$ cat src/mips_pkg.sv
package mips_pkg;

	// primary opcodes
	localparam logic [5:0] OP_RTYPE = 6'h00;
	localparam logic [5:0] OP_J     = 6'h02;
	localparam logic [5:0] OP_BEQ   = 6'h04;
	localparam logic [5:0] OP_BNE   = 6'h05;
	localparam logic [5:0] OP_ADDIU = 6'h09;
	localparam logic [5:0] OP_ORI   = 6'h0d;
	localparam logic [5:0] OP_LUI   = 6'h0f;

	// funct field of r-type words
	localparam logic [5:0] FN_SLL  = 6'h00;
	localparam logic [5:0] FN_SRL  = 6'h02;
	localparam logic [5:0] FN_ADDU = 6'h21;
	localparam logic [5:0] FN_SUBU = 6'h23;
	localparam logic [5:0] FN_AND  = 6'h24;
	localparam logic [5:0] FN_OR   = 6'h25;
	localparam logic [5:0] FN_XOR  = 6'h26;
	localparam logic [5:0] FN_SLT  = 6'h2a;

	typedef struct packed {
		logic [5:0] opcode;
		logic [4:0] rs;
		logic [4:0] rt;
		logic [4:0] rd;
		logic [4:0] shamt;
		logic [5:0] funct;
	} r_fmt_t;

	typedef struct packed {
		logic [5:0]  opcode;
		logic [4:0]  rs;
		logic [4:0]  rt;
		logic [15:0] imm16;
	} i_fmt_t;

	typedef struct packed {
		logic [5:0]  opcode;
		logic [25:0] target26;
	} j_fmt_t;

	// one instruction word, three ways to look at it
	typedef union packed {
		r_fmt_t r_fmt;
		i_fmt_t i_fmt;
		j_fmt_t j_fmt;
	} instr_t;

	typedef enum logic [3:0] {
		ALU_NONE, ALU_ADDU, ALU_SUBU, ALU_AND, ALU_OR,
		ALU_XOR, ALU_SLT, ALU_SLL, ALU_SRL, ALU_LUI
	} alu_op_e;

	typedef enum logic [1:0] {
		BR_NONE, BR_EQ, BR_NE, BR_UNCOND
	} branch_op_e;

	typedef struct packed {
		logic        valid;
		instr_t      instr;
		logic [31:0] next_pc; // pc of the word plus 4
	} if2id_t;

	typedef struct packed {
		logic        valid;
		alu_op_e     alu_op;
		logic        use_imm;     // imm replaces operand_b in the alu
		logic [31:0] operand_a;   // rs value
		logic [31:0] operand_b;   // rt value
		logic [31:0] imm;         // already extended or shifted
		logic [4:0]  shamt;
		branch_op_e  branch_op;
		logic [31:0] branch_dest;
		logic [4:0]  wb_addr;     // 0 means no write
	} id2ex_t;

	typedef struct packed {
		logic        valid;
		logic [4:0]  wb_addr;
		logic [31:0] wb_data;
	} ex2wb_t;

endpackage

$ cat src/execute_stage.sv
module execute_stage (
	input  logic             clk,
	input  logic             reset,
	input  mips_pkg::id2ex_t id2ex,
	output logic             redirect,
	output logic [31:0]      redirect_pc,
	output mips_pkg::ex2wb_t ex2wb
);
	import mips_pkg::*;

	logic [31:0] b_sel;
	logic [31:0] alu_result;
	logic        taken;
	logic        live;

	// the instruction behind a taken branch is still in id2ex while redirect is high
	assign live  = id2ex.valid && !redirect;
	assign b_sel = id2ex.use_imm ? id2ex.imm : id2ex.operand_b;

	always_comb begin
		case (id2ex.alu_op)
			ALU_ADDU: alu_result = id2ex.operand_a + b_sel;
			ALU_SUBU: alu_result = id2ex.operand_a - b_sel;
			ALU_AND:  alu_result = id2ex.operand_a & b_sel;
			ALU_OR:   alu_result = id2ex.operand_a | b_sel;
			ALU_XOR:  alu_result = id2ex.operand_a ^ b_sel;
			ALU_SLT:  alu_result = {31'd0, $signed(id2ex.operand_a) < $signed(b_sel)};
			ALU_SLL:  alu_result = id2ex.operand_b << id2ex.shamt;
			ALU_SRL:  alu_result = id2ex.operand_b >> id2ex.shamt;
			ALU_LUI:  alu_result = b_sel; // imm arrives pre-shifted
			default:  alu_result = '0;
		endcase
	end

	// branch resolution, rs against rt
	always_comb begin
		case (id2ex.branch_op)
			BR_EQ:     taken = id2ex.operand_a == id2ex.operand_b;
			BR_NE:     taken = id2ex.operand_a != id2ex.operand_b;
			BR_UNCOND: taken = 1'b1;
			default:   taken = 1'b0;
		endcase
	end

	always_ff @(posedge clk) begin
		redirect    <= live && taken;
		redirect_pc <= id2ex.branch_dest;
		if (reset)
			redirect <= 1'b0;
	end

	// ex-to-wb register; r0 targets never show up as writebacks
	always_ff @(posedge clk) begin
		ex2wb.valid   <= live && (id2ex.wb_addr != 5'd0);
		ex2wb.wb_addr <= id2ex.wb_addr;
		ex2wb.wb_data <= alu_result;
		if (reset)
			ex2wb.valid <= 1'b0;
	end

endmodule

$ cat config.mk
export PLATFORM = sky130hd
export DESIGN_NAME = execute_stage
export DESIGN_NICKNAME = d
export VERILOG_FILES = /design/src/mips_pkg.sv /design/src/execute_stage.sv
export SDC_FILE = /design/constraint.sdc
export NUM_CORES = 1
export LEC_CHECK = 0
export CORE_AREA = 2 2 246 175
export CTS_CLUSTER_DIAMETER = 120
export DETAILED_ROUTE_END_ITERATION = 12
export DIE_AREA = 0 0 248 177
export DONT_BUFFER_PORTS = 1
export GPL_TIMING_DRIVEN = 0
export SLEW_MARGIN = 20
export SYNTH_ARGS = -nofsm -noshare
export SYNTH_HDL_FRONTEND = slang
export SYNTH_SLANG_ARGS = --single-unit
$ cat constraint.sdc
create_clock -name clk -period 4.8 [get_ports clk]
set_clock_uncertainty 0.05 [all_clocks]
set_input_delay 0.24 -clock clk [delete_from_list [all_inputs] [get_ports clk]]
set_output_delay 0.24 -clock clk [all_outputs]
set_load 0.03 [all_outputs]
Word-level counts from Yosys, hierarchy flattened

Cells that the tools add are included.

Memories kept: 0
Bits of input ports: 148
Output and inout bits: 71
Latch bits: 0
ROM bits: 0
Bits in writable memories: 0
Register bits: 71

Magnitude comparators: 1
$mul: 0
Div/mod/pow operators: 0
Reduce and logical (&&, ||, !) cells: 5
Bitwise gates (word level): 3
Eq/ne operators: 14
Shifts and indexed selects: 2
Add/subtract/negate cells: 2
Multiplexer cells: 3

Operators by type and width:

| kind               | count |
|---|---|
| $pmux 32 s9        | 1 |
| $add 32x32->32     | 1 |
| $and 32x32->32     | 1 |
| $eq 32x32->1       | 1 |
| $lt 32x32->1       | 1 |
| $mux 32            | 1 |
| $ne 32x32->1       | 1 |
| $or 32x32->32      | 1 |
| $shl 32x5->32      | 1 |
| $shr 32x5->32      | 1 |
| $sub 32x32->32     | 1 |
| $xor 32x32->32     | 1 |
| $eq 4x3->1 const B | 4 |
| $eq 4x2->1 const B | 2 |
| $eq 4x4->1 const B | 2 |
| $reduce_bool 5->1  | 1 |
| $eq 2x2->1 const B | 2 |
| $eq 4x1->1 const B | 1 |
| $logic_and 1x1->1  | 3 |
| $pmux 1 s3         | 1 |
| $eq 2x1->1 const B | 1 |
| $logic_not 1->1    | 1 |

Depth between registers and ports, before layout

Gate-level depths: netlist of the first run.

Word-level depth: 3
Mapped depth: 16
Depth with buffers taken out: 12

Worst setup path after synthesis of the first run

Ideal clock, no wire load.

Kind: input to register
Start point: input port id2ex[140] in the netlist's numbering
End point: register ex2wb[20] in the netlist's numbering
Path buffers: 5
Data arrival time: 3.788 ns
Setup slack: 0.837 ns
Cell stages on the path: 16
Data required time: 4.625 ns
Path through: clkbuf_1 -> buf_2 -> buf_2 -> buf_2 -> mux2_2 -> inv_1 -> ha_1 -> buf_6 -> nand2b_4 -> a2111o_1 -> a21oi_2 -> o21ai_1 -> a221oi_4 -> a2111oi_1 -> or4_1 -> o41a_1

Longest elaborated chain between the ends: 3
Elaborated cells between the ends (all ways): 7
Classes of those cells: add/sub (2); mux (2); bitwise (3)

Ends and longest elaborated chain:

| item                                         | line                | source |
|---|---|---|
| from (decl)                                  | execute_stage.sv:4  | `input mips_pkg::id2ex_t id2ex,` |
| $mux 32 *                                    | execute_stage.sv:18 | `assign b_sel = id2ex.use_imm ? id2ex.imm : id2ex.operand_b;` |
| $sub 32x32->32, or another cell as far along | execute_stage.sv:23 | `ALU_SUBU: alu_result = id2ex.operand_a - b_sel;` |
| $pmux 32 s9 *                                | execute_stage.sv:21 | `case (id2ex.alu_op)` |
| net alu_result[20]                           | execute_stage.sv:12 | `logic [31:0] alu_result;` |
| to (decl)                                    | execute_stage.sv:7  | `output mips_pkg::ex2wb_t ex2wb` |

The timed path passes the listed nets; every way through them passes the cells marked *.
A chain may end at the register's enable or synchronous reset.

Worst setup path in the final report of the first run

Start point: input port id2ex[140] in the netlist's numbering
End point: register ex2wb[0] in the netlist's numbering

Longest elaborated chain between the ends: 3
Elaborated cells between the ends (all ways): 8
Classes of those cells: add/sub (2); order compare (1); mux (2); bitwise (3)

Ends and longest elaborated chain:

| item                                         | line |
|---|---|
| $mux 32 *                                    | execute_stage.sv:18 |
| $sub 32x32->32, or another cell as far along | execute_stage.sv:23 |
| $pmux 32 s9 *                                | execute_stage.sv:21 |
| net alu_result[0]                            | execute_stage.sv:12 |

Marks and branches as above.

==> results of run 1 <==
==> logic make-up (layout without fill, tap and decap cells) <==
kind of cell	Yosys count	in the layout	synth area share
mux	152	152	0.180
flops	71	71	0.133
simple gates	352	352	0.155
xor+xnor	37	37	0.0304
compound gates	470	470	0.300
other cells	0	12	0
buf+inv	217	276	0.0821
fa+ha+maj	100	100	0.119
==> critical path, stage by stage <==
cell	delay, ns
clkbuf_1	0.35
buf_4	0.46
buf_2	0.44
mux2_2	0.42
inv_1	0.09
ha_1	0.24
buf_6	0.14
nand2b_4	0.15
a2111o_1	0.45
a21oi_2	0.32
o211ai_1	0.15
buf_4	0.19
a21oi_1	0.19
a211oi_2	0.10
o211ai_1	0.61
o211ai_1	0.28
==> state kept, by name, summed over array words and instances, names as in the netlist <==
signal and flops:
redirect_pc 32, redirect 1, ex2wb 38
==> repair_timing <==
action                                  CTS  global route
buffers inserted                          1             1
hold buffers                             41             0
endpoints found under the hold margin    39             0
cloned                                    0             0
endpoints found under the setup margin    6             2
resized for setup                         2             0
pin swaps                                 2             1
==> synthesized netlist by cell type, types with 21 or more instances <==
library cell,n
nor2_1,122
o221ai_1,22
xnor2_1,36
mux2_2,37
mux2i_1,87
nor3_1,31
a211oi_1,28
o21ai_0,82
a21oi_1,115
buf_2,27
inv_1,98
ha_1,98
mux4_2,28
dfxtp_1,71
nand3_1,21
o211ai_1,25
nand2_1,89
o22ai_1,26
clkbuf_1,76
==> layout make-up <==
| type | instances | area (µm²) | area share |
|---|---|---|---|
| clock inverters | 6 | 46.3 | 0.00382 |
| repair buffers | 44 | 430 | 0.0355 |
| inverters | 100 | 375 | 0.0310 |
| diodes | 12 | 30.0 | 0.00248 |
| plain buffers | 116 | 498 | 0.0411 |
| clock buffers | 10 | 229 | 0.0189 |
| well taps | 552 | 691 | 0.0570 |
| multi-input cells | 1111 | 8390 | 0.693 |
| flip-flops and latches | 71 | 1420 | 0.117 |
==> power by group <==
group | total [mW] | switching (mW) | internal, mW
logic | 1.37 | 0.909 | 0.466
clock network | 0.658 | 0.306 | 0.352
registers | 0.813 | 0.156 | 0.656
==> path summary, 6_finish.rpt <==
| path | start | end | slack, ns | depth (start not counted) |
|---|---|---|---|---|
| min | id2ex[1] | ex2wb[37] | 0.02 | 2 |
| max | id2ex[140] | ex2wb[0] | 0.06 | 16 |
| max reg2reg | redirect | ex2wb[37] | 3.35 | 4 |
| min reg2reg | redirect | ex2wb[37] | 1.26 | 4 |
==> layer usage <==
layer	global-route usage	up-vias	wire length [µm]
met5	0	-	13
met4	0.0659	2	1190
met3	0.105	97	9050
met2	0.361	971	23900
met1	0.384	6167	25900
li1	-	5343	-
==> stage by stage <==
stage	instances	total power, mW
after global routing	2018	2.96
after floorplan	1399	1.67
after detailed placement	1952	2.10
final	2022	2.85
after CTS	2009	2.81
after global placement	1951	2.11
==> flow_metrics.env, run 1 <==
export IMPL_max_freq_mhz=211
export IMPL_port_buffers=0
export IMPL_whs_ns=0.0219
export IMPL_route_vias_total=12600
export IMPL_dpl_cell_area_um2=11400
export IMPL_required_ns=4.93
export IMPL_ys_top_cells_by_area="dfxtp_1 (13%), ha_1 (11%), mux2i_1 (8.2%), mux4_2 (5.9%), a21oi_1 (5.4%)"
export IMPL_critical_path_max_fanout=19
export IMPL_drive_gt1_frac=0.0947
export IMPL_max_slew_margin=0.268
export IMPL_power_leakage_nw=4.87
export IMPL_first_pass_iters=6
export IMPL_cts_buffer_depth=2
export IMPL_grt_ovfl_total=0
export IMPL_layout_commonest_cell="nor2_1"
export IMPL_startpoint_type="input pin"
export IMPL_worst_setup_path_end_kind="flop"
export IMPL_pre_cts_slack_ns=-0.687
export IMPL_cts_sinks=71
export IMPL_fp_dieW_um=248
export IMPL_async_reset_ff_frac=0
export IMPL_antenna_found_initial=13
export IMPL_yosysTopAreaCell="dfxtp_1"
export IMPL_routedWlPerCell_um=29.7
export IMPL_final_setup_viol_count=0
export IMPL_finalSetupTns_ns=0
export IMPL_cts_root_buffer="clkbuf_16"
export IMPL_finalMaxSlewViolations=0
export IMPL_grt_usage=0.266
export IMPL_worstSetupPathType="in -> reg"
export IMPL_powerDensity_nw_per_um2=235
export IMPL_vias_per_cell=6.22
export IMPL_layout_setup_ws_ns=0.0597
export IMPL_die_h_um=177
export IMPL_grt_pass1_vias=11400
export IMPL_netlist_area_um2=10700
export IMPL_core_um2=41700
export IMPL_dieArea_um2=43900
export IMPL_arrival_ns=4.87
export IMPL_grt_max_degree=20
export IMPL_synthCells=1399
export IMPL_area_growth_pct=13.6
export IMPL_max_cap_violations=0
export IMPL_ios=219
export IMPL_remaining_drc_errors=0
export IMPL_drt_initial_drc_count=1992
export IMPL_postRouteWirelength_um=60100
export IMPL_period_share=0.988
export IMPL_initial_core_util=0.256
export IMPL_grt_pass1_wl_um=83400
export IMPL_synth_top_area_frac=0.133
export IMPL_hold_viol_final=0
export IMPL_final_cell_mix="nor2_1 (122), a21oi_1 (115), inv_1 (98), ha_1 (98), nand2_1 (89)"
export IMPL_clk_latency_ns=0.37
export IMPL_cts_tree="yes"
export IMPL_timing_final_crit_period_ns=4.74
export IMPL_ys_seq_area_frac=0.133
export IMPL_finalInstanceArea_um2=12100
export IMPL_yosysUniqueCellTypes=79
export IMPL_cts_inserted_buffers=9
export IMPL_synthFlopType="dfxtp_1"
export IMPL_synth_seq_cells=71
export IMPL_num_nets_final=1701
export IMPL_synth_warnings=0
export IMPL_syn_num_nets=1647
export IMPL_rsz0062_at_grt="false"
export IMPL_avgSynthCellArea_um2=7.62
export IMPL_min_path_type="in -> reg"
export IMPL_rows=63
export IMPL_worst_pin_slew_ns=1.10
export IMPL_finish_utilization=0.290
export IMPL_status="finished clean"
export IMPL_vdd_drop_max_v=0.000214
export IMPL_htree_levels=3
export IMPL_clk_pin_slew_worst_paths_ns=0.06
export IMPL_ant_nets=0
export IMPL_gp_congestion=1.04
export IMPL_synth_edff_count=0
export IMPL_hpwlAfterDp_um=49600
export IMPL_nFillCells=4486
Note: power is estimated with default switching activity, not from simulation.
==> inputs of run 2 (changes only) <==
==> constraint.sdc (replaced) <==
create_clock -name clk -period 4.7 [get_ports clk]
set_clock_uncertainty 0.05 [all_clocks]
set_input_delay 0.235 -clock clk [delete_from_list [all_inputs] [get_ports clk]]
set_output_delay 0.235 -clock clk [all_outputs]
set_load 0.01 [all_outputs]
==> run 2 against run 1 <==
Net effect: sequential share of layout area barely moved; utilization rose by 0.057 points; largest power group unchanged; hold slack improved by 0.11 ns; the flow now finishes with violations (setup timing).
==> flow_metrics.env, run 2 (synthesis results as in run 1) <==
export IMPL_cts_sinks=71
export IMPL_max_cap_violations=0
export IMPL_worstSetupPathType="in -> reg"
export IMPL_num_nets_final=1701
export IMPL_postRouteWirelength_um=60100
export IMPL_layout_commonest_cell="nor2_1"
export IMPL_vdd_drop_max_v=0.000200
export IMPL_powerDensity_nw_per_um2=231
export IMPL_vias_per_cell=6.23
export IMPL_gp_congestion=1.04
export IMPL_rsz0062_at_grt="false"
export IMPL_clk_pin_slew_worst_paths_ns=0.06
export IMPL_routedWlPerCell_um=29.7
export IMPL_first_pass_iters=6
export IMPL_cts_tree="yes"
export IMPL_rows=63
export IMPL_reg2reg_depth=4
export IMPL_critical_path_max_fanout=19
export IMPL_final_cell_mix="nor2_1 (122), a21oi_1 (115), inv_1 (98), ha_1 (98), nand2_1 (89)"
export IMPL_largest_register="ex2wb"
export IMPL_timing_final_crit_period_ns=4.75
export IMPL_worst_pin_slew_ns=1.15
export IMPL_cts_buffer_depth=2
export IMPL_finalMaxSlewViolations=0
export IMPL_drive_gt1_frac=0.0960
export IMPL_finalSetupTns_ns=-0.0547
export IMPL_clk_latency_ns=0.37
export IMPL_initial_core_util=0.256
export IMPL_finalInstanceArea_um2=12100
export IMPL_max_freq_mhz=210
export IMPL_remaining_drc_errors=0
export IMPL_final_setup_viol_count=1
export IMPL_arrival_ns=4.88
export IMPL_status="finished with violations"
export IMPL_dpl_cell_area_um2=11400
export IMPL_finish_utilization=0.291
export IMPL_grt_ovfl_total=0
export IMPL_grt_max_degree=20
export IMPL_fp_dieW_um=248
export IMPL_core_um2=41700
export IMPL_required_ns=4.83
export IMPL_grt_pass1_vias=11400
export IMPL_nFillCells=4488
export IMPL_worst_setup_path_end_kind="flop"
export IMPL_htree_levels=3
export IMPL_timing_rr_end="ex2wb[37]"
export IMPL_ant_nets=0
export IMPL_crit_start="id2ex[140]"
export IMPL_cts_root_buffer="clkbuf_16"
export IMPL_cts_inserted_buffers=9
export IMPL_drt_initial_drc_count=1944
export IMPL_layout_setup_ws_ns=-0.0547
export IMPL_r2r_start="redirect"
export IMPL_hpwlAfterDp_um=49600
export IMPL_cp_endpoint="ex2wb[0]"
export IMPL_ios=219
export IMPL_port_buffers=0
export IMPL_power_leakage_nw=4.88
export IMPL_period_share=1.01
export IMPL_grt_pass1_wl_um=83400
export IMPL_pre_cts_slack_ns=-0.782
export IMPL_die_h_um=177
export IMPL_dieArea_um2=43900
export IMPL_antenna_found_initial=13
export IMPL_hold_viol_final=0
export IMPL_holdPathStages=2
export IMPL_ff2ff_setup_slack_ns=3.38
export IMPL_max_slew_margin=0.226
export IMPL_area_growth_pct=13.8
export IMPL_route_vias_total=12600
export IMPL_startpoint_type="input pin"
export IMPL_largest_reg_flops=38
export IMPL_min_path_type="in -> reg"
export IMPL_reg_top3="ex2wb (38), redirect_pc (32), redirect (1)"
export IMPL_grt_usage=0.266
export IMPL_power_mw=2.81
export IMPL_violations="setup timing"
## run 2: cell types whose count changed in the layout (fill, tap and decap cells not counted)
cell       delta
a2111oi_2     -1
a2111oi_4     +1
a31oi_1       -1
a31oi_2       +1
nor3b_1       -1
nor3b_2       +1
## run 2: routing by layer
metal  GRT usage  routed length, µm  part of all wire  vias up
met3       0.105               9090              0.15      112
met4      0.0659               1300             0.022        2
met1       0.384              25800              0.43     6161
met5           0                 13           0.00022        -
li1            -                  -                 -     5342
met2       0.361              23800              0.40      989
## run 2: timing repair
item                                    4_1_cts  5_1_grt
setup buffers                                 1        1
hold buffers                                 41        0
endpoints found under the hold margin        39        0
gates resized for setup                       2        3
endpoints found under the setup margin       11        5
pin swaps                                     2        1
## run 2: area by class of cell
class / instances / area (µm²) / share of cell area
diodes: 12 / 30.0 / 0.00247
plain buffers: 116 / 498 / 0.0410
clock buffers: 10 / 229 / 0.0189
clock inverters: 6 / 46.3 / 0.00381
inverters: 100 / 375 / 0.0309
multi-input cells: 1111 / 8410 / 0.693
flip-flops and latches: 71 / 1420 / 0.117
well taps: 552 / 691 / 0.0569
repair buffers: 44 / 430 / 0.0355
## run 2: worst min path at each step
stage / from / endpoint / slack (ns)
5_1_grt: id2ex[43] / ex2wb[2] / 0.12
2_1_floorplan: id2ex[0] / ex2wb[32] / 0.21
4_1_cts: id2ex[43] / ex2wb[2] / 0.10
6_report: id2ex[43] / ex2wb[2] / 0.13
3_3_place_gp: id2ex[20] / redirect_pc[15] / 0.21
3_5_place_dp: id2ex[15] / redirect_pc[10] / 0.21
## run 2: worst max-delay path, stage by stage
cell and delay [ns]:
clkbuf_1 0.36, buf_4 0.47, buf_2 0.43, mux2_2 0.41
inv_1 0.09, ha_1 0.24, buf_6 0.14, nand2b_4 0.15
a2111o_1 0.45, a21oi_2 0.31, o211ai_1 0.15, buf_4 0.19
a21oi_1 0.19, a211oi_2 0.10, o211ai_1 0.62, o211ai_1 0.29
## run 2: power by group
group	internal, mW	leakage [nW]	switching [mW]
clock network	0.359	0.129	0.312
registers	0.671	0.597	0.0589
logic	0.477	4.15	0.929
total	1.51	4.88	1.30
## run 2: stage by stage
step | instances | hold WS (ns)
detailed placement | 1952 | 0.213
global placement | 1951 | 0.213
CTS | 2009 | 0.102
floorplan | 1399 | 0.213
global route | 2018 | 0.122
finish | 2022 | 0.132
==> inputs of run 3 (changes only) <==
--- a/config.mk
+++ b/config.mk
@@ -5,12 +5,13 @@
 export SDC_FILE = /design/constraint.sdc
 export NUM_CORES = 1
 export LEC_CHECK = 0
-export CORE_AREA = 2 2 246 175
+export CORE_AREA = 2 2 206 208
 export CTS_CLUSTER_DIAMETER = 120
 export DETAILED_ROUTE_END_ITERATION = 12
-export DIE_AREA = 0 0 248 177
+export DIE_AREA = 0 0 208 210
 export DONT_BUFFER_PORTS = 1
 export GPL_TIMING_DRIVEN = 0
+export PLACE_DENSITY = 0.47
 export SLEW_MARGIN = 20
 export SYNTH_ARGS = -nofsm -noshare
 export SYNTH_HDL_FRONTEND = slang
==> run 3 against run 2 <==
Net effect: the flow now finishes without violations; global-route usage rose by 0.15 points; worst setup slack better by 0.34 ns; via count is 1.7% lower; sequential share of layout area increased by 0.069 points; non-clock buffer count decreased by 2; routed wire length fell by 0.39%; design area fell by 0.59%; utilization about the same; sequential power about the same; cell count shrank 1.0%; clock power is 3.3% higher; register-to-register slack got worse by 0.03 ns; critical path type unchanged.
==> flow_metrics.env, run 3 (synthesis results as in run 1) <==
export IMPL_drt_initial_drc_count=1684
export IMPL_finalInstanceArea_um2=12100
export IMPL_postRouteWirelength_um=59800
export IMPL_final_cell_mix="nor2_1 (122), a21oi_1 (115), inv_1 (98), ha_1 (98), nand2_1 (89)"
export IMPL_grt_pass1_vias=11800
export IMPL_crit_buf_inv=5
export IMPL_core_um2=41500
export IMPL_largest_reg_flops=38
export IMPL_grt_max_degree=14
export IMPL_cts_sinks=71
export IMPL_routedWlPerCell_um=29.9
export IMPL_min_path_type="in -> reg"
export IMPL_ios=219
export IMPL_remaining_drc_errors=0
export IMPL_required_ns=4.85
export IMPL_finalMaxSlewViolations=0
export IMPL_route_vias_total=12400
export IMPL_max_slew_margin=0.170
export IMPL_gp_congestion=0.990
export IMPL_timing_final_crit_period_ns=4.42
export IMPL_worst_setup_path_end_kind="flop"
export IMPL_dieArea_um2=43700
export IMPL_worst_pin_slew_ns=1.23
export IMPL_arrival_ns=4.57
export IMPL_cpLargestDelayFamily="compound AO/OA/AOI/OAI gates"
export IMPL_largest_register="ex2wb"
export IMPL_rows=75
export IMPL_dpl_cell_count=1938
export IMPL_die_h_um=210
export IMPL_critical_path_max_fanout=19
export IMPL_status="finished clean"
export IMPL_max_cap_violations=0
export IMPL_vdd_drop_max_v=0.000141
export IMPL_critPathSlowestCell="a2111o_1"
export IMPL_startpoint_type="input pin"
export IMPL_cts_root_buffer="clkbuf_16"
export IMPL_clk_latency_ns=0.37
export IMPL_hold_viol_final=0
export IMPL_cts_buffer_depth=2
export IMPL_port_buffers=0
export IMPL_grt_usage=0.267
export IMPL_cts_tree="yes"
export IMPL_crit_path_cell_trace="clkbuf_1 > buf_4 > buf_4 > mux2_2 > inv_1 > ha_1 > buf_6 > nand2b_4 > a2111o_1 > a21oi_2 > o211ai_1 > a21oi_1 > a211oi_1 > o211ai_1 > o211ai_1"
export IMPL_clk_pin_slew_worst_paths_ns=0.07
export IMPL_antenna_found_initial=11
export IMPL_dpl_cell_area_um2=11300
export IMPL_grt_ovfl_total=0
export IMPL_area_growth_pct=13.1
export IMPL_reg_top3="ex2wb (38), redirect_pc (32), redirect (1)"
export IMPL_period_share=0.940
export IMPL_final_cells=2001
export IMPL_max_freq_mhz=226
export IMPL_drive_gt1_frac=0.0920
export IMPL_cts_inserted_buffers=9
export IMPL_hpwlAfterDp_um=47800
export IMPL_max_stage_delay_ns=0.46
export IMPL_powerDensity_nw_per_um2=233
export IMPL_crit_top_cell="o211ai_1"
export IMPL_first_pass_iters=6
export IMPL_num_nets_final=1699
export IMPL_vias_per_cell=6.19
export IMPL_layout_setup_ws_ns=0.284
export IMPL_rsz0062_at_grt="false"
export IMPL_power_leakage_nw=4.87
export IMPL_fp_dieW_um=208
export IMPL_initial_core_util=0.257
export IMPL_layout_commonest_cell="nor2_1"
export IMPL_final_setup_viol_count=0
export IMPL_ant_nets=0
export IMPL_pre_cts_slack_ns=-0.709
export IMPL_worstSetupPathType="in -> reg"
export IMPL_grt_pass1_wl_um=85600
export IMPL_htree_levels=3
[run 3: layout make-up]
cell class,count,area (µm²)
plain buffers,116,500
diodes,6,15.0
clock buffers,10,229
well taps,539,674
repair buffers,42,420
multi-input cells,1111,8380
fillers,4561,29400
clock inverters,6,43.8
flip-flops and latches,71,1420
inverters,100,375
[run 3: layer usage]
layer / part of all wire / global-route usage / vias up
met1: 0.40 / 0.353 / 5975
li1: - / - / 5321
met3: 0.12 / 0.0709 / 160
met5: 0.00074 / 0 / -
met4: 0.045 / 0.106 / 8
met2: 0.43 / 0.415 / 927
[run 3: metrics by stage]
stage | utilization | hold WS [ns] | power, mW | setup TNS (ns)
3_3_place_gp | 0.273 | 0.213 | 2.05 | -7.04
3_5_place_dp | 0.273 | 0.213 | 2.04 | -8.26
2_1_floorplan | - | 0.213 | 1.61 | 0
5_1_grt | 0.291 | 0.0429 | 2.95 | 0
6_report | 0.291 | 0.0229 | 2.81 | 0
4_1_cts | 0.290 | 0.0147 | 2.80 | 0
[run 3: final timing paths]
kind / start / to / slack, ns / cells past startpoint
max: id2ex[140] / ex2wb[0] / 0.28 / 15
min: id2ex[3] / ex2wb[37] / 0.02 / 2
max reg2reg: redirect / ex2wb[37] / 3.35 / 4
min reg2reg: redirect / redirect / 1.09 / 4
[run 3: timing repair]
action	4_1_cts	5_1_grt
resized for setup	4	0
endpoints found under the setup margin	10	8
hold endpoints to repair	39	0
hold buffers	42	0
buffers inserted	0	0
pin swaps	0	0
[run 3: where the power goes]
group	internal [mW]	switching, mW	leakage [nW]
clock network	0.361	0.333	0.133
logic	0.476	0.905	4.14
registers	0.670	0.0615	0.597
total	1.51	1.30	4.87
[run 3: worst register-to-register path, stage by stage, from the launching register on]
cell           delay (ns)
dfxtp_1              0.34
nor2_1               0.11
nand2_1              0.07
dlygate4sd3_1        0.57
a21oi_1              0.14
